[src/hdl/linproj_defs.svh]
// ========================================
// Sizing macros for the projection datapath
// ========================================

`ifndef LINPROJ_DEFS_SVH
`define LINPROJ_DEFS_SVH

// Element width in bits, signed
`define LP_DATA_W 8
// Elements packed into one memory word
`define LP_BLOCK 4
// Inner dimension of the product
`define LP_INNER 8
// Rows of A, kept even so rows go out in pairs
`define LP_ROWS_A 4
// Columns of W and of C
`define LP_COLS_C 2

// Blocks per row of A or column of W
`define LP_KB (`LP_INNER / `LP_BLOCK)
// Memory depths in words
`define LP_A_WORDS (`LP_ROWS_A * `LP_KB)
`define LP_W_WORDS (`LP_COLS_C * `LP_KB)
// Sum width, product width plus headroom
`define LP_ACC_W (2 * `LP_DATA_W + 4)
// Counter widths for the row pair and the column
`define LP_PAIR_W $clog2(`LP_ROWS_A / 2)
`define LP_COL_W $clog2(`LP_COLS_C)

`endif

[src/hdl/linproj_ctrl_pkg.sv]
// ========================================
// Controller state and block index types
// ========================================

`include "linproj_defs.svh"

package linproj_ctrl_pkg;

    // Controller FSM states
    typedef enum logic [2:0] {
        LOAD,
        ISSUE,
        WAIT_BLK,
        NEXT,
        FINISHED
    } ctrl_state_t;

    // Block position inside a row
    typedef logic [$clog2(`LP_KB)-1:0] blk_pos_t;

endpackage

[src/hdl/linproj_data_pkg.sv]
// ========================================
// Element, block, sum and address types
// ========================================

`include "linproj_defs.svh"

package linproj_data_pkg;

    // One signed matrix element
    typedef logic signed [`LP_DATA_W-1:0] elem_t;

    // One memory word, element 0 in the low bits
    typedef elem_t [`LP_BLOCK-1:0] block_t;

    // Partial and final dot product
    typedef logic signed [`LP_ACC_W-1:0] psum_t;

    // Word addresses, row or column times LP_KB plus block
    typedef logic [$clog2(`LP_A_WORDS)-1:0] a_addr_t;
    typedef logic [$clog2(`LP_W_WORDS)-1:0] w_addr_t;

endpackage

[src/hdl/linproj_mem_if.sv]
// ========================================
// Read bus between FSM, memories and MAC
// ========================================

`timescale 1ns/1ps

interface linproj_mem_if;

    logic                      rd_en;
    linproj_data_pkg::a_addr_t addr_a;
    linproj_data_pkg::a_addr_t addr_b;
    linproj_data_pkg::w_addr_t w_addr;
    linproj_data_pkg::block_t  rdata_a;
    linproj_data_pkg::block_t  rdata_b;
    linproj_data_pkg::block_t  w_rdata;
    // Read data valid this cycle
    logic                      blk_start;
    logic                      last_blk;

    modport ctrl (output rd_en, addr_a, addr_b, w_addr, blk_start, last_blk);
    modport mem  (input rd_en, addr_a, addr_b, w_addr, output rdata_a, rdata_b, w_rdata);
    modport mac  (input rdata_a, rdata_b, w_rdata, blk_start, last_blk);

endinterface

[src/hdl/linproj_accum.sv]
// ========================================
// Block sum accumulator and C pair output
// ========================================

`timescale 1ns/1ps

module linproj_accum (
    input  logic                    clk,
    input  logic                    rst_n,
    input  logic                    finish,
    input  linproj_data_pkg::psum_t psum0,
    input  linproj_data_pkg::psum_t psum1,
    input  logic                    last,
    output logic                    out_valid,
    output linproj_data_pkg::psum_t out_c0,
    output linproj_data_pkg::psum_t out_c1
);

    linproj_data_pkg::psum_t acc0_q;
    linproj_data_pkg::psum_t acc1_q;
    linproj_data_pkg::psum_t sum0;
    linproj_data_pkg::psum_t sum1;

    // Running sum including the block just finished
    assign sum0 = acc0_q + psum0;
    assign sum1 = acc1_q + psum1;

    always_ff @(posedge clk) begin
        if (!rst_n) begin
            acc0_q    <= '0;
            acc1_q    <= '0;
            out_valid <= 1'b0;
        end else begin
            out_valid <= 1'b0;
            if (finish) begin
                if (last) begin
                    // Pair complete, start the next from zero
                    acc0_q    <= '0;
                    acc1_q    <= '0;
                    out_valid <= 1'b1;
                end else begin
                    acc0_q <= sum0;
                    acc1_q <= sum1;
                end
            end
        end
    end

    // Result held until the next pair
    always_ff @(posedge clk) begin
        if (finish && last) begin
            out_c0 <= sum0;
            out_c1 <= sum1;
        end
    end

endmodule

[src/hdl/linproj_block_mac.sv]
// ========================================
// Sequential MAC over one block, two rows
// ========================================

`timescale 1ns/1ps

`include "linproj_defs.svh"

module linproj_block_mac (
    input  logic                    clk,
    input  logic                    rst_n,
    linproj_mem_if.mac              mem,
    output logic                    finish,
    output linproj_data_pkg::psum_t psum0,
    output linproj_data_pkg::psum_t psum1,
    output logic                    last
);

    localparam int IDX_W = $clog2(`LP_BLOCK);

    linproj_data_pkg::block_t a0_q;
    linproj_data_pkg::block_t a1_q;
    linproj_data_pkg::block_t w_q;
    linproj_data_pkg::block_t a0_cur;
    linproj_data_pkg::block_t a1_cur;
    linproj_data_pkg::block_t w_cur;
    linproj_data_pkg::elem_t  a0_e;
    linproj_data_pkg::elem_t  a1_e;
    linproj_data_pkg::elem_t  w_e;
    linproj_data_pkg::psum_t  prod0;
    linproj_data_pkg::psum_t  prod1;
    logic [IDX_W-1:0]         idx_q;
    logic                     running_q;

    // Element 0 comes straight off the read bus
    assign a0_cur = mem.blk_start ? mem.rdata_a : a0_q;
    assign a1_cur = mem.blk_start ? mem.rdata_b : a1_q;
    assign w_cur  = mem.blk_start ? mem.w_rdata : w_q;

    assign a0_e  = a0_cur[idx_q];
    assign a1_e  = a1_cur[idx_q];
    assign w_e   = w_cur[idx_q];
    // Signed, widened to sum width
    assign prod0 = a0_e * w_e;
    assign prod1 = a1_e * w_e;

    // Step counter and finish pulse
    always_ff @(posedge clk) begin
        if (!rst_n) begin
            running_q <= 1'b0;
            idx_q     <= '0;
            finish    <= 1'b0;
        end else begin
            finish <= 1'b0;
            if (mem.blk_start) begin
                running_q <= 1'b1;
                idx_q     <= IDX_W'(1);
            end else if (running_q) begin
                if (idx_q == IDX_W'(`LP_BLOCK - 1)) begin
                    running_q <= 1'b0;
                    idx_q     <= '0;
                    finish    <= 1'b1;
                end else begin
                    idx_q <= idx_q + 1'b1;
                end
            end
        end
    end

    // Operand latch and running sums
    always_ff @(posedge clk) begin
        if (mem.blk_start) begin
            a0_q  <= mem.rdata_a;
            a1_q  <= mem.rdata_b;
            w_q   <= mem.w_rdata;
            last  <= mem.last_blk;
            psum0 <= prod0;
            psum1 <= prod1;
        end else if (running_q) begin
            psum0 <= psum0 + prod0;
            psum1 <= psum1 + prod1;
        end
    end

endmodule

[src/hdl/linproj_bram.sv]
// ========================================
// Block memory, one write and two reads
// ========================================

`timescale 1ns/1ps

`include "linproj_defs.svh"

module linproj_bram #(
    parameter int DEPTH = `LP_A_WORDS
) (
    input  logic                     clk,
    input  logic                     rst_n,
    input  logic                     we,
    input  logic [$clog2(DEPTH)-1:0] waddr,
    input  linproj_data_pkg::block_t wdata,
    linproj_mem_if.mem               mem
);

    // W memory is told apart by its depth
    localparam bit W_SIDE = (DEPTH == `LP_W_WORDS);

    linproj_data_pkg::block_t mem_q [DEPTH];

    // Host write port
    always_ff @(posedge clk) begin
        if (we) begin
            mem_q[waddr] <= wdata;
        end
    end

    generate
        if (W_SIDE) begin : g_w_port
            // Single read for the W column block
            always_ff @(posedge clk) begin
                if (!rst_n) begin
                    mem.w_rdata <= '0;
                end else if (mem.rd_en) begin
                    mem.w_rdata <= mem_q[mem.w_addr];
                end
            end
        end else begin : g_a_ports
            // Even row on port A, odd row on port B
            always_ff @(posedge clk) begin
                if (!rst_n) begin
                    mem.rdata_a <= '0;
                    mem.rdata_b <= '0;
                end else if (mem.rd_en) begin
                    mem.rdata_a <= mem_q[mem.addr_a];
                    mem.rdata_b <= mem_q[mem.addr_b];
                end
            end
        end
    endgenerate

endmodule

[src/hdl/linproj_ctrl.sv]
// ========================================
// Load/run FSM and block address walk
// ========================================

`timescale 1ns/1ps

`include "linproj_defs.svh"

module linproj_ctrl (
    input  logic                      clk,
    input  logic                      rst_n,
    input  logic                      in_we,
    input  logic                      w_we,
    input  linproj_data_pkg::a_addr_t in_addr,
    input  linproj_data_pkg::w_addr_t w_addr,
    input  logic                      finish,
    output logic                      a_we,
    output logic                      w_we_mux,
    output linproj_data_pkg::a_addr_t a_waddr,
    output linproj_data_pkg::w_addr_t w_waddr,
    linproj_mem_if.ctrl               mem,
    output logic                      busy,
    output logic [`LP_PAIR_W-1:0]     out_row_pair,
    output logic [`LP_COL_W-1:0]      out_col,
    output logic                      done
);

    linproj_ctrl_pkg::ctrl_state_t state_q;
    linproj_ctrl_pkg::blk_pos_t    blk_q;
    logic [`LP_COL_W-1:0]          col_q;
    logic [`LP_PAIR_W-1:0]         pair_q;

    logic load_phase;
    logic last_in_row;
    logic last_col;
    logic last_pair;

    assign load_phase  = (state_q == linproj_ctrl_pkg::LOAD);
    assign last_in_row = (blk_q == `LP_KB - 1);
    assign last_col    = (col_q == `LP_COLS_C - 1);
    assign last_pair   = (pair_q == `LP_ROWS_A / 2 - 1);

    // Host writes pass only while loading
    assign a_we     = load_phase & in_we;
    assign w_we_mux = load_phase & w_we;
    assign a_waddr  = in_addr;
    assign w_waddr  = w_addr;

    // Read side, rows 2r and 2r+1 against column c
    assign mem.rd_en  = (state_q == linproj_ctrl_pkg::ISSUE);
    assign mem.addr_a = linproj_data_pkg::a_addr_t'(pair_q * 2 * `LP_KB + blk_q);
    assign mem.addr_b = linproj_data_pkg::a_addr_t'((pair_q * 2 + 1) * `LP_KB + blk_q);
    assign mem.w_addr = linproj_data_pkg::w_addr_t'(col_q * `LP_KB + blk_q);

    assign busy = (state_q != linproj_ctrl_pkg::LOAD) &&
                  (state_q != linproj_ctrl_pkg::FINISHED);

    always_ff @(posedge clk) begin
        if (!rst_n) begin
            state_q       <= linproj_ctrl_pkg::LOAD;
            blk_q         <= '0;
            col_q         <= '0;
            pair_q        <= '0;
            done          <= 1'b0;
            mem.blk_start <= 1'b0;
            mem.last_blk  <= 1'b0;
        end else begin
            mem.blk_start <= 1'b0;
            case (state_q)
                linproj_ctrl_pkg::LOAD: begin
                    // Last A word starts the run, W is already in
                    if (in_we && in_addr == linproj_data_pkg::a_addr_t'(`LP_A_WORDS - 1)) begin
                        state_q <= linproj_ctrl_pkg::ISSUE;
                    end
                end
                linproj_ctrl_pkg::ISSUE: begin
                    // Data lands next cycle, flag it for the MAC
                    mem.blk_start <= 1'b1;
                    mem.last_blk  <= last_in_row;
                    state_q       <= linproj_ctrl_pkg::WAIT_BLK;
                end
                linproj_ctrl_pkg::WAIT_BLK: begin
                    if (finish) begin
                        if (last_in_row && last_col && last_pair) begin
                            // Rises with the final out_valid
                            state_q <= linproj_ctrl_pkg::FINISHED;
                            done    <= 1'b1;
                        end else begin
                            state_q <= linproj_ctrl_pkg::NEXT;
                        end
                    end
                end
                linproj_ctrl_pkg::NEXT: begin
                    // Block first, then column, then row pair
                    if (last_in_row) begin
                        blk_q <= '0;
                        if (last_col) begin
                            col_q  <= '0;
                            pair_q <= pair_q + 1'b1;
                        end else begin
                            col_q <= col_q + 1'b1;
                        end
                    end else begin
                        blk_q <= blk_q + 1'b1;
                    end
                    state_q <= linproj_ctrl_pkg::ISSUE;
                end
                linproj_ctrl_pkg::FINISHED: begin
                    // Held until reset
                    state_q <= linproj_ctrl_pkg::FINISHED;
                end
                default: state_q <= linproj_ctrl_pkg::LOAD;
            endcase
        end
    end

    // Position of the pair, lines up with out_valid
    always_ff @(posedge clk) begin
        if (state_q == linproj_ctrl_pkg::WAIT_BLK && finish && last_in_row) begin
            out_row_pair <= pair_q;
            out_col      <= col_q;
        end
    end

endmodule

[src/hdl/linproj_top.sv]
// ========================================
// Projection accelerator top level
// ========================================

`timescale 1ns/1ps

`include "linproj_defs.svh"

module linproj_top (
    input  logic                      clk,
    input  logic                      rst_n,
    input  logic                      in_we,
    input  linproj_data_pkg::a_addr_t in_addr,
    input  linproj_data_pkg::block_t  in_wdata,
    input  logic                      w_we,
    input  linproj_data_pkg::w_addr_t w_addr,
    input  linproj_data_pkg::block_t  w_wdata,
    output logic                      busy,
    output logic                      out_valid,
    output logic [`LP_PAIR_W-1:0]     out_row_pair,
    output logic [`LP_COL_W-1:0]      out_col,
    output linproj_data_pkg::psum_t   out_c0,
    output linproj_data_pkg::psum_t   out_c1,
    output logic                      done
);

    logic                      a_we;
    logic                      w_we_mux;
    linproj_data_pkg::a_addr_t a_waddr;
    linproj_data_pkg::w_addr_t w_waddr;
    logic                      finish;
    linproj_data_pkg::psum_t   psum0;
    linproj_data_pkg::psum_t   psum1;
    logic                      last;

    // Main read bus, and the W memory's own bus
    linproj_mem_if a_bus ();
    linproj_mem_if w_bus ();

    // W bus shares the FSM read request
    assign w_bus.rd_en   = a_bus.rd_en;
    assign w_bus.w_addr  = a_bus.w_addr;
    assign a_bus.w_rdata = w_bus.w_rdata;

    linproj_ctrl u_ctrl (
        .clk          (clk),
        .rst_n        (rst_n),
        .in_we        (in_we),
        .w_we         (w_we),
        .in_addr      (in_addr),
        .w_addr       (w_addr),
        .finish       (finish),
        .a_we         (a_we),
        .w_we_mux     (w_we_mux),
        .a_waddr      (a_waddr),
        .w_waddr      (w_waddr),
        .mem          (a_bus.ctrl),
        .busy         (busy),
        .out_row_pair (out_row_pair),
        .out_col      (out_col),
        .done         (done)
    );

    linproj_bram #(.DEPTH(`LP_A_WORDS)) u_a_mem (
        .clk   (clk),
        .rst_n (rst_n),
        .we    (a_we),
        .waddr (a_waddr),
        .wdata (in_wdata),
        .mem   (a_bus.mem)
    );

    linproj_bram #(.DEPTH(`LP_W_WORDS)) u_w_mem (
        .clk   (clk),
        .rst_n (rst_n),
        .we    (w_we_mux),
        .waddr (w_waddr),
        .wdata (w_wdata),
        .mem   (w_bus.mem)
    );

    linproj_block_mac u_mac (
        .clk    (clk),
        .rst_n  (rst_n),
        .mem    (a_bus.mac),
        .finish (finish),
        .psum0  (psum0),
        .psum1  (psum1),
        .last   (last)
    );

    linproj_accum u_accum (
        .clk       (clk),
        .rst_n     (rst_n),
        .finish    (finish),
        .psum0     (psum0),
        .psum1     (psum1),
        .last      (last),
        .out_valid (out_valid),
        .out_c0    (out_c0),
        .out_c1    (out_c1)
    );

endmodule

[config.mk]
export PLATFORM = sky130hd
export DESIGN_NAME = linproj_top
export DESIGN_NICKNAME = d
export VERILOG_FILES = /design/src/hdl/linproj_ctrl_pkg.sv /design/src/hdl/linproj_data_pkg.sv /design/src/hdl/linproj_mem_if.sv /design/src/hdl/linproj_accum.sv /design/src/hdl/linproj_block_mac.sv /design/src/hdl/linproj_bram.sv /design/src/hdl/linproj_ctrl.sv /design/src/hdl/linproj_top.sv
export VERILOG_INCLUDE_DIRS = /design/src /design/src/hdl
export SDC_FILE = /design/constraint.sdc
export NUM_CORES = 1
export LEC_CHECK = 0
export BUFFER_PORTS_ARGS = -buffer_cell sky130_fd_sc_hd__buf_2
export CAP_MARGIN = 40
export CORE_ASPECT_RATIO = 1.2
export CORE_UTILIZATION = 46
export CTS_CLUSTER_DIAMETER = 60
export DETAILED_ROUTE_END_ITERATION = 7
export SLEW_MARGIN = 5
export SYNTH_ARGS = -nofsm -noshare
export SYNTH_HDL_FRONTEND = slang
export SYNTH_SLANG_ARGS = --single-unit
[constraint.sdc]
create_clock -name clk -period 11.8 [get_ports clk]
set_clock_uncertainty 0.05 [all_clocks]
set_input_delay 0 -clock clk [delete_from_list [all_inputs] [get_ports clk]]
set_output_delay 0 -clock clk [all_outputs]
set_load 0.01 [all_outputs]
Word-level counts from Yosys, hierarchy flattened --
Memory sizes are Yosys's and may differ from the RTL's. A register that Yosys moved wholly into a read port is not among the register bits. Cells that the tools add are included.
Storage, ports and cells: input port bits 73, flip-flop bits (word level) 233, logic and storage cells 117, RAM bits 384, memories 2, output and inout port bits 45
Operators by class: bitwise gates (word level) 4, muxes and demuxes 34, add/sub/neg operators 12, multipliers 2, reduce and logical (&&, ||, !) cells 20, $lt $le $gt $ge 1, eq/ne operators 9
Memory list:
- u_a_mem.mem_q | depth 8, width 32, read ports 2, clocked after memory_dff 2, wr ports 1, RTL line linproj_bram.sv:23 | linproj_data_pkg::block_t mem_q [DEPTH];
- u_w_mem.mem_q | depth 4, width 32, read ports 1, clocked after memory_dff 1, wr ports 1, RTL line linproj_bram.sv:23
Operator list (number):
- two-way mux 20 bit | 6
- two-way mux 32 bit | 3
- adder 20 bit | 4
- binary-select mux 8 bit (select 2 bit) | 3
- multiplier 8 x 8 -> 16 bit | 2
- two-way mux 8 bit | 3
- case mux 3 bit (5 select lines) | 1
- two-way mux 1 bit | 14
- two-way mux 3 bit | 3
- logical AND 1 bit | 7
- adder 3 x 1 -> 3 bit | 2
- equality test 3 x 2 -> 1 bit, second input constant | 2
- equality test 3 bit, second input constant | 2
- AND reduction 2 bit | 3
- AND reduction 3 bit | 2
- adder 2 x 1 -> 2 bit, second input constant | 2
- adder 1 bit, second input constant | 3
- equality test 3 x 1 -> 1 bit, second input constant | 1
- zero test 1 bit | 3
- zero test 3 bit | 1
- < comparator 2 x 3 -> 1 bit, second input constant | 1
- != test 3 bit, second input constant | 1
- nonzero test 3 bit | 1
- OR reduction 3 bit | 1
- other kinds (9) | 11

Longest topological paths before layout --
Gate-level depths: netlist (run 1).
word-level depth 7, depth in mapped cells 34

Worst setup path before layout (run 1) --
Ideal clock, no wire load.
kind reg2reg, start point register u_ctrl.mem.blk_start, end point register u_mac.psum0[19] (data pin), arrival time 7141 ps, setup slack 4330 ps, required time 11471 ps, stages on the path, launching flop included 32, path buffers 4, cell sequence dfxtp_1 -> clkbuf_1 -> buf_2 -> buf_2 -> mux2_2 -> nand2_1 -> nand2_1 -> a21oi_1 -> clkbuf_1 -> nor2_1 -> fa_1 -> fa_1 -> inv_1 -> fa_1 -> fa_1 -> inv_1 -> ha_1 -> a21o_1 -> a21oi_1 -> nor2b_1 -> o21a_1 -> o41ai_1 -> o21ai_0 -> xor2_1 -> ha_1 -> and2_1 -> nand3_1 -> o311ai_0 -> a41oi_1 -> xor2_1 -> nor2_1 -> xor2_1
RTL lines:
- from (decl) | RTL line linproj_mem_if.sv:20 | modport ctrl (output rd_en, addr_a, addr_b, w_addr, blk_start, last_blk);
- from (signal assigned) | RTL line linproj_ctrl.sv:65 | mem.blk_start <= 1'b0;
- from (signal assigned) | RTL line linproj_ctrl.sv:68 | mem.blk_start <= 1'b0;
- from (signal assigned) | RTL line linproj_ctrl.sv:78 | mem.blk_start <= 1'b1;
- to (signal assigned) | RTL line linproj_block_mac.sv:77 | psum0 <= prod0;
- to (signal assigned) | RTL line linproj_block_mac.sv:80 | psum0 <= psum0 + prod0;
- to (decl) | RTL line linproj_block_mac.sv:14 | output linproj_data_pkg::psum_t psum0,

==> reports/qor.txt, run 1 <==
drt pass-1 iters: 5
syn_area_per_cell: 12.8 um2
Synth-to-Final Area Change: 15.4%
FF+latch count, synth: 713
io pins: 118
Place WS: 3.51 ns
Hold Fails Final Rpt: 0
Total Nets Final: 3204
worst-margin pin slew: 0.851 ns
CP Class: reg2reg
PostCTS Resize Cnt: 0
first-pass GRT wire length: 117 mm
Root Buffer: clkbuf_16
Crit Path Max Fanout: 68
clock-pin slew on the worst setup and hold paths: 0.06 ns
EDFF count, synth: 467
Die Ht: 301 um
CP arrival: 8.57 ns
number of max-cap violations: 0
Max Clock Freq: 121 MHz
Hold EP: u_w_mem.mem_q[1][30]
Pwr Density: 137 nW/um2
Max-slew headroom: 42.9%
Worst VDD drop: 0.132 mV
Finish-stage setup viols: 0
DIE WIDTH: 251 um
Setup WS post-layout: 3.53 ns
Reg-to-Reg Start: u_ctrl.mem.blk_start
total die area: 75700 um2
CTS Sinks: 713
GPL Wtd Cong: 0.865
GRT Total Usage: 19.7%
Iteration-0 DRC Markers: 1049
Synth cell types: 71
flop2flop setup slack: 3.53 ns
min-delay src: w_wdata[30]
initial antenna violation count: 6
final WL: 73.2 mm
post-CTS setup buffer count: 0
Final Non-Filler Cells: 3944
Cells after Synth: 2676
Inserted Clock Buffers: 78
worst hold path class: in2reg
RSZ-0062 raised after global routing: no
Slowest Stage Delay on Critical Path: 0.65 ns
Yosys top cell area share: 40.9%
Clock Tree Buf Depth: 3
Synth area leaders: edfxtp_1, dfxtp_1, fa_1
Top FF cell, synth: edfxtp_1
Reg-to-Reg End: u_mac.psum1[18]
vias in the first global route: 21700
reg2reg path depth: 30
DRC viols: 0
area leader, netlist: edfxtp_1
Leak Pwr: 15.1 nW
status: complete, no violations
crit path capture type: flip-flop
via-per-instance ratio: 5.26
DP HPWL: 48.4 mm
Hold Path Depth: 2
largest net degree at the start of global routing: 73
Yosys warning total: 0
fraction of registers with async set/reset: 0%
port bufs: 117
setup TNS: 0 ns
fillers: 6141
final max-slew violation count: 0
H-tree depth: 3
Startpoint Class: flip-flop
CTS tree: yes
sequential area share after synthesis: 55.2%
Initial Util: 46.5%
post-route ant nets: 0
Post-Syn Nets: 3004
total grt overflow: 0
clk_lat worst skew: 0.64 ns
Core Rows: 109
synthesized cell area: 34300 um2
via count: 20700
Final min period: 8.27 ns
layout cell share with drive strength beyond 1: 17.8%
Worst Path Required: 12.10 ns
core box area: 73800 um2
final period utilization: 70.1%
DR WL/cell: 18.6 um
DP Cell Count: 3726
critical path's slowest cell: a21oi_1
-- cells in the final DEF (no fill, tap or decap), types with 12 or more instances in the layout --
master         synthesis  layout
a21boi_0              99      99
a21o_1                37      37
a21oi_1               76      76
a22o_1                17      17
a22oi_1               19      19
a31oi_1               16      16
and2_1                18      17
and3_1                12      12
buf_2                 21     116
buf_4                  0      38
clkbuf_1              82      21
clkbuf_16              0      81
dfxtp_1              246     243
dlygate4sd3_1          0      69
edfxtp_1             467     467
fa_1                 114     114
ha_1                 141     141
inv_1                180     180
mux2_2               109     109
mux2i_1               15      15
mux4_2                97      97
nand2_1              306     306
nand2b_1              14      14
nand3_1               18      18
nor2_1               196     188
nor2b_1               42      42
nor3_1                39      37
o21ai_0               65      65
o21bai_1              12      12
or2_2                 18      18
xnor2_1               62      62
xor2_1                38      38
-- stage by stage --
stage	cell area, um2	power, W	hold WS (ns)	utilization (%)
global route	39600	0.00560	0.0634	53.7
floorplan	34300	0.00287	0.0489	-
detailed placement	36200	0.00294	0.167	49.1
CTS	39600	0.00548	0.0443	53.7
global placement	36100	0.00293	0.159	48.9
finish	39600	0.00542	0.0685	53.7
-- worst max-delay path, delay by kind of cell (launching register included) --
kind	cells	cell delay (ns)
compound gates	11	2.62
fa+ha+maj	6	2.53
simple gates	6	0.77
buf+inv	4	0.71
flops	1	0.47
mux	1	0.39
xor+xnor	2	0.35
-- how the worst max path moves through the flow --
stage                    startpoint              end  depth (start not counted)
6_report       u_ctrl.mem.blk_start  u_mac.psum1[18]                         30
5_1_grt        u_ctrl.mem.blk_start  u_mac.psum1[18]                         30
4_1_cts        u_ctrl.mem.blk_start  u_mac.psum1[18]                         31
3_5_place_dp   u_ctrl.mem.blk_start  u_mac.psum1[18]                         31
3_3_place_gp   u_ctrl.mem.blk_start  u_mac.psum0[19]                         28
2_1_floorplan  u_ctrl.mem.blk_start  u_mac.psum0[19]                         31
-- what timing repair did --
item | 4_1_cts | 5_1_grt
hold buffers | 69 | 0
setup endpoints to repair | 0 | 0
hold endpoints to repair | 529 | 0
-- per-layer routing --
layer | wire (um) | global-route usage [%] | part of all wire, %
met5 | 18 | 0 | 0.025
met4 | 1690 | 6.45 | 2.3
met3 | 2560 | 2.88 | 3.5
met2 | 37100 | 34.7 | 51
met1 | 31800 | 24.9 | 43
-- synth_stat cells (19+ instances only) --
library cell,count
a21boi_0,99
a21o_1,37
a21oi_1,76
a22oi_1,19
buf_2,21
clkbuf_1,82
dfxtp_1,246
edfxtp_1,467
fa_1,114
ha_1,141
inv_1,180
mux2_2,109
mux4_2,97
nand2_1,306
nor2_1,196
nor2b_1,42
nor3_1,39
o21ai_0,65
xnor2_1,62
xor2_1,38
-- state kept, by name, summed over array words and instances, names as in the netlist, 32 cells and up --
name	count
u_a_mem.mem.rdata_a	32
u_a_mem.mem.rdata_b	32
u_a_mem.mem_q	256
u_mac.a0_q	32
u_mac.a1_q	32
u_mac.w_q	32
u_w_mem.mem.w_rdata	32
u_w_mem.mem_q	128
-- layout make-up --
| class | count | area, um2 | area share, % |
|---|---|---|---|
| multi-input combinational | 1672 | 14300 | 36.1 |
| inverter | 181 | 679 | 1.72 |
| clock inverter | 37 | 474 | 1.20 |
| clock buffer | 109 | 2200 | 5.56 |
| antenna | 3 | 7.51 | 0.0190 |
| timing repair buffer | 230 | 1720 | 4.35 |
| tap | 999 | 1250 | 3.16 |
| sequential | 713 | 19000 | 47.9 |
-- where the power goes --
part	switching [W]	total, W	internal [W]	leakage (nW)
Combinational	0.000109	0.000184	0.0000753	7.52
Clock	0.00101	0.00252	0.00150	1.31
Sequential	0.0000134	0.00272	0.00270	6.24
-- kinds of logic after synthesis --
| logic type | count (synthesis) | share of synthesized area (%) |
|---|---|---|
| flops | 713 | 55.2 |
| simple gates | 697 | 8.94 |
| mux | 222 | 10.4 |
| buf+inv | 291 | 3.26 |
| compound gates | 398 | 7.81 |
| fa+ha+maj | 255 | 11.8 |
| xor+xnor | 100 | 2.55 |
(Power assumes the default switching activity.)
==> inputs of run 2 (changes only) <==
Settings changed: ABC_AREA from default to 1.
Clock period 11.8 ns to 7.65 ns, I/O delays scaled along.
==> run 2 against run 1 <==
Sequential power increased by 59%. Final cell count is 33% higher. Register-to-register slack got worse by 2.8 ns. First-iteration DRC count increased by 64%. Count of clock-buffer cells in the layout is 5 lower. Area after synthesis grew 7.3%. Combinational power grew to 7.1 times the previous value. Hold slack worse by 0.025 ns. Wire length grew 19%.
==> reports/qor.txt, run 2 <==
Die Ht: 312 um (+3.5%)
number of antenna diodes: 0 (-3)
Finish-stage setup viols: 0 (unchanged)
Slowest Stage Delay on Critical Path: 0.58 ns (-0.07 ns)
Total Nets Final: 4489 (+40%)
FF+latch count, synth: 713 (unchanged)
via-per-instance ratio: 5.05 (-4.0%)
core box area: 79200 um2 (+7.3%)
Core Rows: 113 (+3.7%)
vias in the first global route: 26300 (+21%)
drt pass-1 iters: 5 (unchanged)
EDFF count, synth: 467 (unchanged)
CP arrival: 7.29 ns (-1.28 ns)
sequential area share after synthesis: 51.5% (-3.7 points)
Leak Pwr: 18.3 nW (+22%)
most frequent cells in the layout: nand2_1, inv_1, edfxtp_1
PostCTS Resize Cnt: 0 (unchanged)
number of max-cap violations: 0 (unchanged)
Max-slew headroom: 41.7% (-1.2 points)
Yosys top cell area share: 38.1% (-2.8 points)
largest net degree at the start of global routing: 151 (+110%)
status: complete, no violations
Reg with most FFs: u_a_mem.mem_q
P_sw: 0.00245 W (+120%)
Startpoint Class: flip-flop
Synth area leaders: edfxtp_1, dfxtp_1, nand2_1
Yosys warning total: 0 (unchanged)
Synth cell types: 43 (-39%)
Final min period: 6.96 ns (-1.32 ns)
CTS Sinks: 713 (unchanged)
io pins: 118 (unchanged)
WHS: 0.0430 ns (-0.0255 ns)
Initial Util: 46.5% (about the same)
hold_buf cts: 70 (+1.4%)
Worst Path Required: 7.98 ns (-4.12 ns)
DR WL/cell: 16.6 um (-11%)
synthesized cell area: 36800 um2 (+7.3%)
clock share of power: 40.2% (-6.2 points)
Reg power frac: 45.9% (-4.3 points)
Synth-to-Final Area Change: 13.7%
RSZ-0062 raised after global routing: no
DP HPWL: 58.9 mm (+22%)
Post-Syn Nets: 4332 (+44%)
Max Clock Freq: 144 MHz (+19%)
CP Class: reg2reg
max reg flops: 256 (unchanged)
Iteration-0 DRC Markers: 1724 (+64%)
clock-pin slew on the worst setup and hold paths: 0.06 ns (about the same)
Int Power: 0.00697 W (+63%)
final WL: 87.3 mm (+19%)
fraction of registers with async set/reset: 0% (unchanged)
post-CTS setup buffer count: 0 (unchanged)
crit path capture type: flip-flop
Top FF cell, synth: edfxtp_1
area leader, netlist: edfxtp_1
Root Buffer: clkbuf_16
CP dominant cell by count: nand2_1
syn_area_per_cell: 9.19 um2 (-28%)
final max-slew violation count: 0 (unchanged)
clk_lat worst skew: 0.63 ns (about the same)
port bufs: 117 (unchanged)
Clock Tree Buf Depth: 3 (unchanged)
first-pass GRT wire length: 140 mm (+20%)
critical path's slowest cell: o22ai_2
post-route ant nets: 0 (unchanged)
commonest non-fill, non-tap cell in the layout: nand2_1
initial antenna violation count: 2 (-4)
Crit Path Max Fanout: 40 (-41%)
GPL Wtd Cong: 0.933 (+7.8%)
total die area: 81200 um2 (+7.2%)
Worst VDD drop: 0.198 mV (+50%)
DIE WIDTH: 260 um (+3.5%)
DRC viols: 0 (unchanged)
Hold Fails Final Rpt: 0 (unchanged)
Design Power: 0.00942 W (+74%)
H-tree depth: 3 (unchanged)
Pwr Density: 225 nW/um2 (+64%)
Inserted Clock Buffers: 77 (-1.3%)
CTS tree: yes
Cells after Synth: 4004 (+50%)
final period utilization: 91.0% (+21 points)
setup TNS: 0 ns (unchanged)
biggest registers after layout: u_a_mem.mem_q x256, u_w_mem.mem_q x128
count leader, synth: nand2_1
top post-synthesis cells by count: nand2_1, inv_1, edfxtp_1
Comb power frac: 13.9% (+11 points)
GRT Total Usage: 21.8% (+2.1 points)
fillers: 7284 (+19%)
worst hold path class: in2reg
switching share of power: 26.0% (+5.0 points)
worst-margin pin slew: 0.875 ns (+0.0238 ns)
via count: 26600 (+28%)
layout cell share with drive strength beyond 1: 8.90% (-8.9 points)
total grt overflow: 0 (unchanged)
run 2: changes by cell type after synthesis, sizes merged, moves of 103 or more:
cell	change
o21ai	+404
o22ai	+114
inv	+450
nor2	+167
nand3	+103
a21oi	+164
nand2	+448
mux2	-110
run 2: path summary, 6_finish.rpt:
kind	from	end	slack, ns	depth (start not counted)
setup / recovery	u_ctrl.mem.blk_start	u_mac.psum1[16]	0.69	29
hold reg to reg	u_ctrl.mem.last_blk	u_mac.last	0.40	0
setup reg to reg	u_ctrl.mem.blk_start	u_mac.psum1[16]	0.69	29
hold / removal	in_addr[1]	u_a_mem.mem_q[4][24]	0.04	3
run 2: cell type report:
type | count | area (um2) | share of cell area (%)
inverters | 631 | 2380 | 5.68
repair buffers | 236 | 1760 | 4.20
clock inverters | 39 | 385 | 0.921
multi-input cells | 2502 | 14800 | 35.4
well taps | 1035 | 1290 | 3.09
flip-flops and latches | 713 | 19000 | 45.3
clock buffers | 104 | 2260 | 5.40
run 2: metal layers:
layer  vias up  global-route usage, %  routed length [um]
met4         4                   7.60                2390
met2       464                   38.9               44100
li1      13500                      -                   -
met1     12400                   26.9               38000
met5         -                      0                  27
met3       137                   2.49                2720
run 2: kinds of logic after synthesis:
logic type | synth area share, %
compound gates | 13.2
xor+xnor | 1.05
fa+ha+maj | 11.0
buf+inv | 8.47
flops | 51.5
simple gates | 14.8
run 2: critical path: cells and delay by family (launching register included):
kind,cells,cell delay [ns]
adders and majority gates,6,2.52
AOI/OAI and AO/OA,7,1.67
buffers and inverters,7,1.00
and+or+nand+nor,8,0.80
DFF,1,0.35
xor gates and xnor gates,1,0.27
run 2: power groups by stage:
stage / Sequential (W) / Combinational [W] / Clock, W
2_1_floorplan: 0.00440 / 0.000932 / 0
3_3_place_gp: 0.00440 / 0.00126 / 0
3_5_place_dp: 0.00441 / 0.00128 / 0
4_1_cts: 0.00432 / 0.00131 / 0.00387
5_1_grt: 0.00434 / 0.00149 / 0.00401
6_report: 0.00433 / 0.00131 / 0.00379
run 2: stage by stage:
step                      instances  setup WS (ns)  util [%]  instance area (um2)
after CTS                      5260          0.624      52.9                41900
after floorplan                4004           1.42         -                36800
after detailed placement       5047          0.630      48.7                38500
after global placement         5044          0.799      48.6                38400
after global routing           5260          0.103      52.9                41900
final                          5260          0.692      52.9                41900
==> inputs of run 3 (changes only) <==
Settings changed: ABC_AREA 1 to default.
Clock period 7.65 ns to 5.7 ns, I/O delays scaled along.
==> run 3 against run 2 <==
The run now ends with setup timing left. Sequential cell count did not move. Hold slack got worse by 0.012 ns. Final area increased by 1.8%. Critical endpoint is now u_mac.psum0[19].
==> reports/qor.txt, run 3 (synthesis gave the netlist of run 1 again) <==
clock share of power: 44.5% (+4.3 points)
DIE WIDTH: 251 um (-3.4%)
Critical Path End: u_mac.psum0[19]
reg2reg path depth: 32 (+10%)
most frequent cells in the layout: edfxtp_1, nand2_1, buf_4
Iteration-0 DRC Markers: 1062 (-38%)
biggest registers after layout: u_a_mem.mem_q x256, u_w_mem.mem_q x128
CP Class: reg2reg
total grt overflow: 0 (unchanged)
Synth-to-Final Area Change: 24.2%
final period utilization: 123% (+32 points)
first-pass GRT wire length: 122 mm (-12%)
worst hold path class: in2reg
CTS Sinks: 713 (unchanged)
Total Nets Final: 3453 (-23%)
H-tree depth: 3 (unchanged)
flop2flop setup slack: -1.33 ns (-2.02 ns)
DRC viols: 0 (unchanged)
number of max-cap violations: 0 (unchanged)
largest net degree at the start of global routing: 75 (-50%)
CTS tree: yes
layout cell share with drive strength beyond 1: 28.6% (+20 points)
total die area: 75700 um2 (-6.7%)
Reg-to-Reg End: u_mac.psum0[19]
area post-placement: 38100 um2 (-1.1%)
post-route ant nets: 0 (unchanged)
commonest non-fill, non-tap cell in the layout: edfxtp_1
Int Power: 0.00863 W (+24%)
Clock Tree Buf Depth: 3 (unchanged)
crit path from: u_ctrl.mem.blk_start
port bufs: 117 (unchanged)
final WL: 77.6 mm (-11%)
Reg-to-Reg Start: u_ctrl.mem.blk_start
Hold Fails Final Rpt: 0 (unchanged)
failing checks: setup timing
via-per-instance ratio: 5.22 (+3.5%)
clock-pin slew on the worst setup and hold paths: 0.06 ns (about the same)
max reg flops: 256 (unchanged)
CP arrival: 7.34 ns (+0.05 ns)
initial antenna violation count: 1 (-1)
vias in the first global route: 23000 (-12%)
Comb power frac: 4.3% (-9.6 points)
DP HPWL: 52.4 mm (-11%)
Leak Pwr: 16.6 nW (-9.2%)
Startpoint Class: flip-flop
CP dominant cell by count: fa_1
DR WL/cell: 18.5 um (+12%)
Root Buffer: clkbuf_16
Final Cell Area: 42600 um2 (+1.8%)
via count: 21900 (-18%)
GPL Wtd Cong: 0.925 (-0.85%)
Max-slew headroom: 48.9% (+7.2 points)
Worst Path Required: 6.02 ns (-1.96 ns)
Crit Path Max Fanout: 6 (-85%)
Core Rows: 109 (-3.5%)
crit path capture type: flip-flop
Max Clock Freq: 142 MHz (-0.99%)
critical path's slowest cell: fa_1
GRT Total Usage: 20.5% (-1.3 points)
Pwr Density: 258 nW/um2 (+15%)
Finish-stage setup viols: 23 (+23)
status: complete, but fails checks
clk_lat worst skew: 0.62 ns (about the same)
Reg with most FFs: u_a_mem.mem_q
final core utilization: 57.8% (+4.9 points)
Reg power frac: 51.2% (+5.3 points)
io pins: 118 (unchanged)
final max-slew violation count: 0 (unchanged)
worst-margin pin slew: 0.766 ns (-0.109 ns)
Inserted Clock Buffers: 75 (-2.6%)
Final min period: 7.03 ns (+0.0695 ns)
number of antenna diodes: 0 (unchanged)
Die Ht: 301 um (-3.4%)
switching share of power: 21.5% (-4.5 points)
Setup WS post-layout: -1.33 ns (-2.02 ns)
P_sw: 0.00236 W (-3.7%)
Worst VDD drop: 0.278 mV (+40%)
Initial Util: 46.5% (about the same)
drt pass-1 iters: 5 (unchanged)
core box area: 73800 um2 (-6.8%)
RSZ-0062 raised after global routing: yes
Slowest Stage Delay on Critical Path: 0.49 ns (-0.09 ns)
[run 3: cell count changes in the layout (fill, tap and decap cells not counted), sizes merged, moves of 110 or more]
cell	before	now
o21ai	473	69
o22ai	116	2
inv	633	190
mux2	0	110
nor2	363	196
nand2	754	306
buf	166	405
a21oi	240	76
[run 3: area by class of cell]
| type | instances | area, um2 |
|---|---|---|
| Multi-Input combinational cell | 1672 | 15300 |
| Clock buffer | 92 | 2000 |
| Sequential cell | 713 | 19000 |
| Clock inverter | 46 | 485 |
| Inverter | 181 | 679 |
| Timing Repair Buffer | 482 | 3980 |
| Fill cell | 5840 | 31200 |
| Tap cell | 999 | 1250 |
[run 3: repair_timing]
item,4_1_cts,5_1_grt
pin swaps,12,29
resized for setup,47,120
hold endpoints to repair,501,0
gates cloned,1,7
endpoints found under the setup margin,25,26
setup buffers,16,33
hold buffers,72,0
[run 3: worst min-delay path by stage]
stage | endpoint | from | depth (start not counted)
floorplan | u_a_mem.mem_q[0][0] | in_wdata[0] | 0
global placement | u_w_mem.mem_q[0][17] | w_wdata[17] | 1
detailed placement | u_w_mem.mem_q[0][13] | w_wdata[13] | 1
CTS | u_w_mem.mem_q[1][0] | w_we | 4
global route | u_a_mem.mem_q[6][31] | in_addr[0] | 3
finish | u_w_mem.mem_q[1][0] | w_we | 4
[run 3: critical path: cells and delay by family, from the launching register on]
family / cells / cell delay, ns
AOI/OAI and AO/OA: 8 / 1.69
xor gates and xnor gates: 3 / 0.48
adders and majority gates: 6 / 2.49
buffers and inverters: 8 / 0.82
DFF: 1 / 0.43
muxes: 1 / 0.30
and+or+nand+nor: 6 / 0.50
[run 3: power by group through the flow]
stage | Combinational [W] | Clock (W) | Sequential (W)
2_1_floorplan | 0.000216 | 0 | 0.00573
3_3_place_gp | 0.000377 | 0 | 0.00573
3_5_place_dp | 0.000395 | 0 | 0.00574
4_1_cts | 0.000448 | 0.00501 | 0.00563
5_1_grt | 0.000511 | 0.00521 | 0.00563
6_report | 0.000470 | 0.00489 | 0.00563
[run 3: metal layers]
layer / vias to the layer above / track usage [%] / share of wire [%]
met5: - / 0 / 0.013
met4: 2 / 6.77 / 2.6
met3: 126 / 2.49 / 3.4
met2: 395 / 36.7 / 51
met1: 10900 / 25.7 / 43
li1: 10400 / - / -
[run 3: metrics by stage]
step                hold slack [ns]  total power, W  setup slack (ns)  cells  setup TNS [ns]
floorplan                    0.0489         0.00594            -0.985   2676          -11.13
global placement              0.159         0.00611             -1.32   3913          -20.60
detailed placement            0.169         0.00613             -1.43   3920          -23.33
CTS                          0.0296          0.0111             -1.25   4147          -19.44
global route                 0.0685          0.0113             -1.66   4185          -27.39
finish                       0.0314          0.0110             -1.33   4185          -20.84
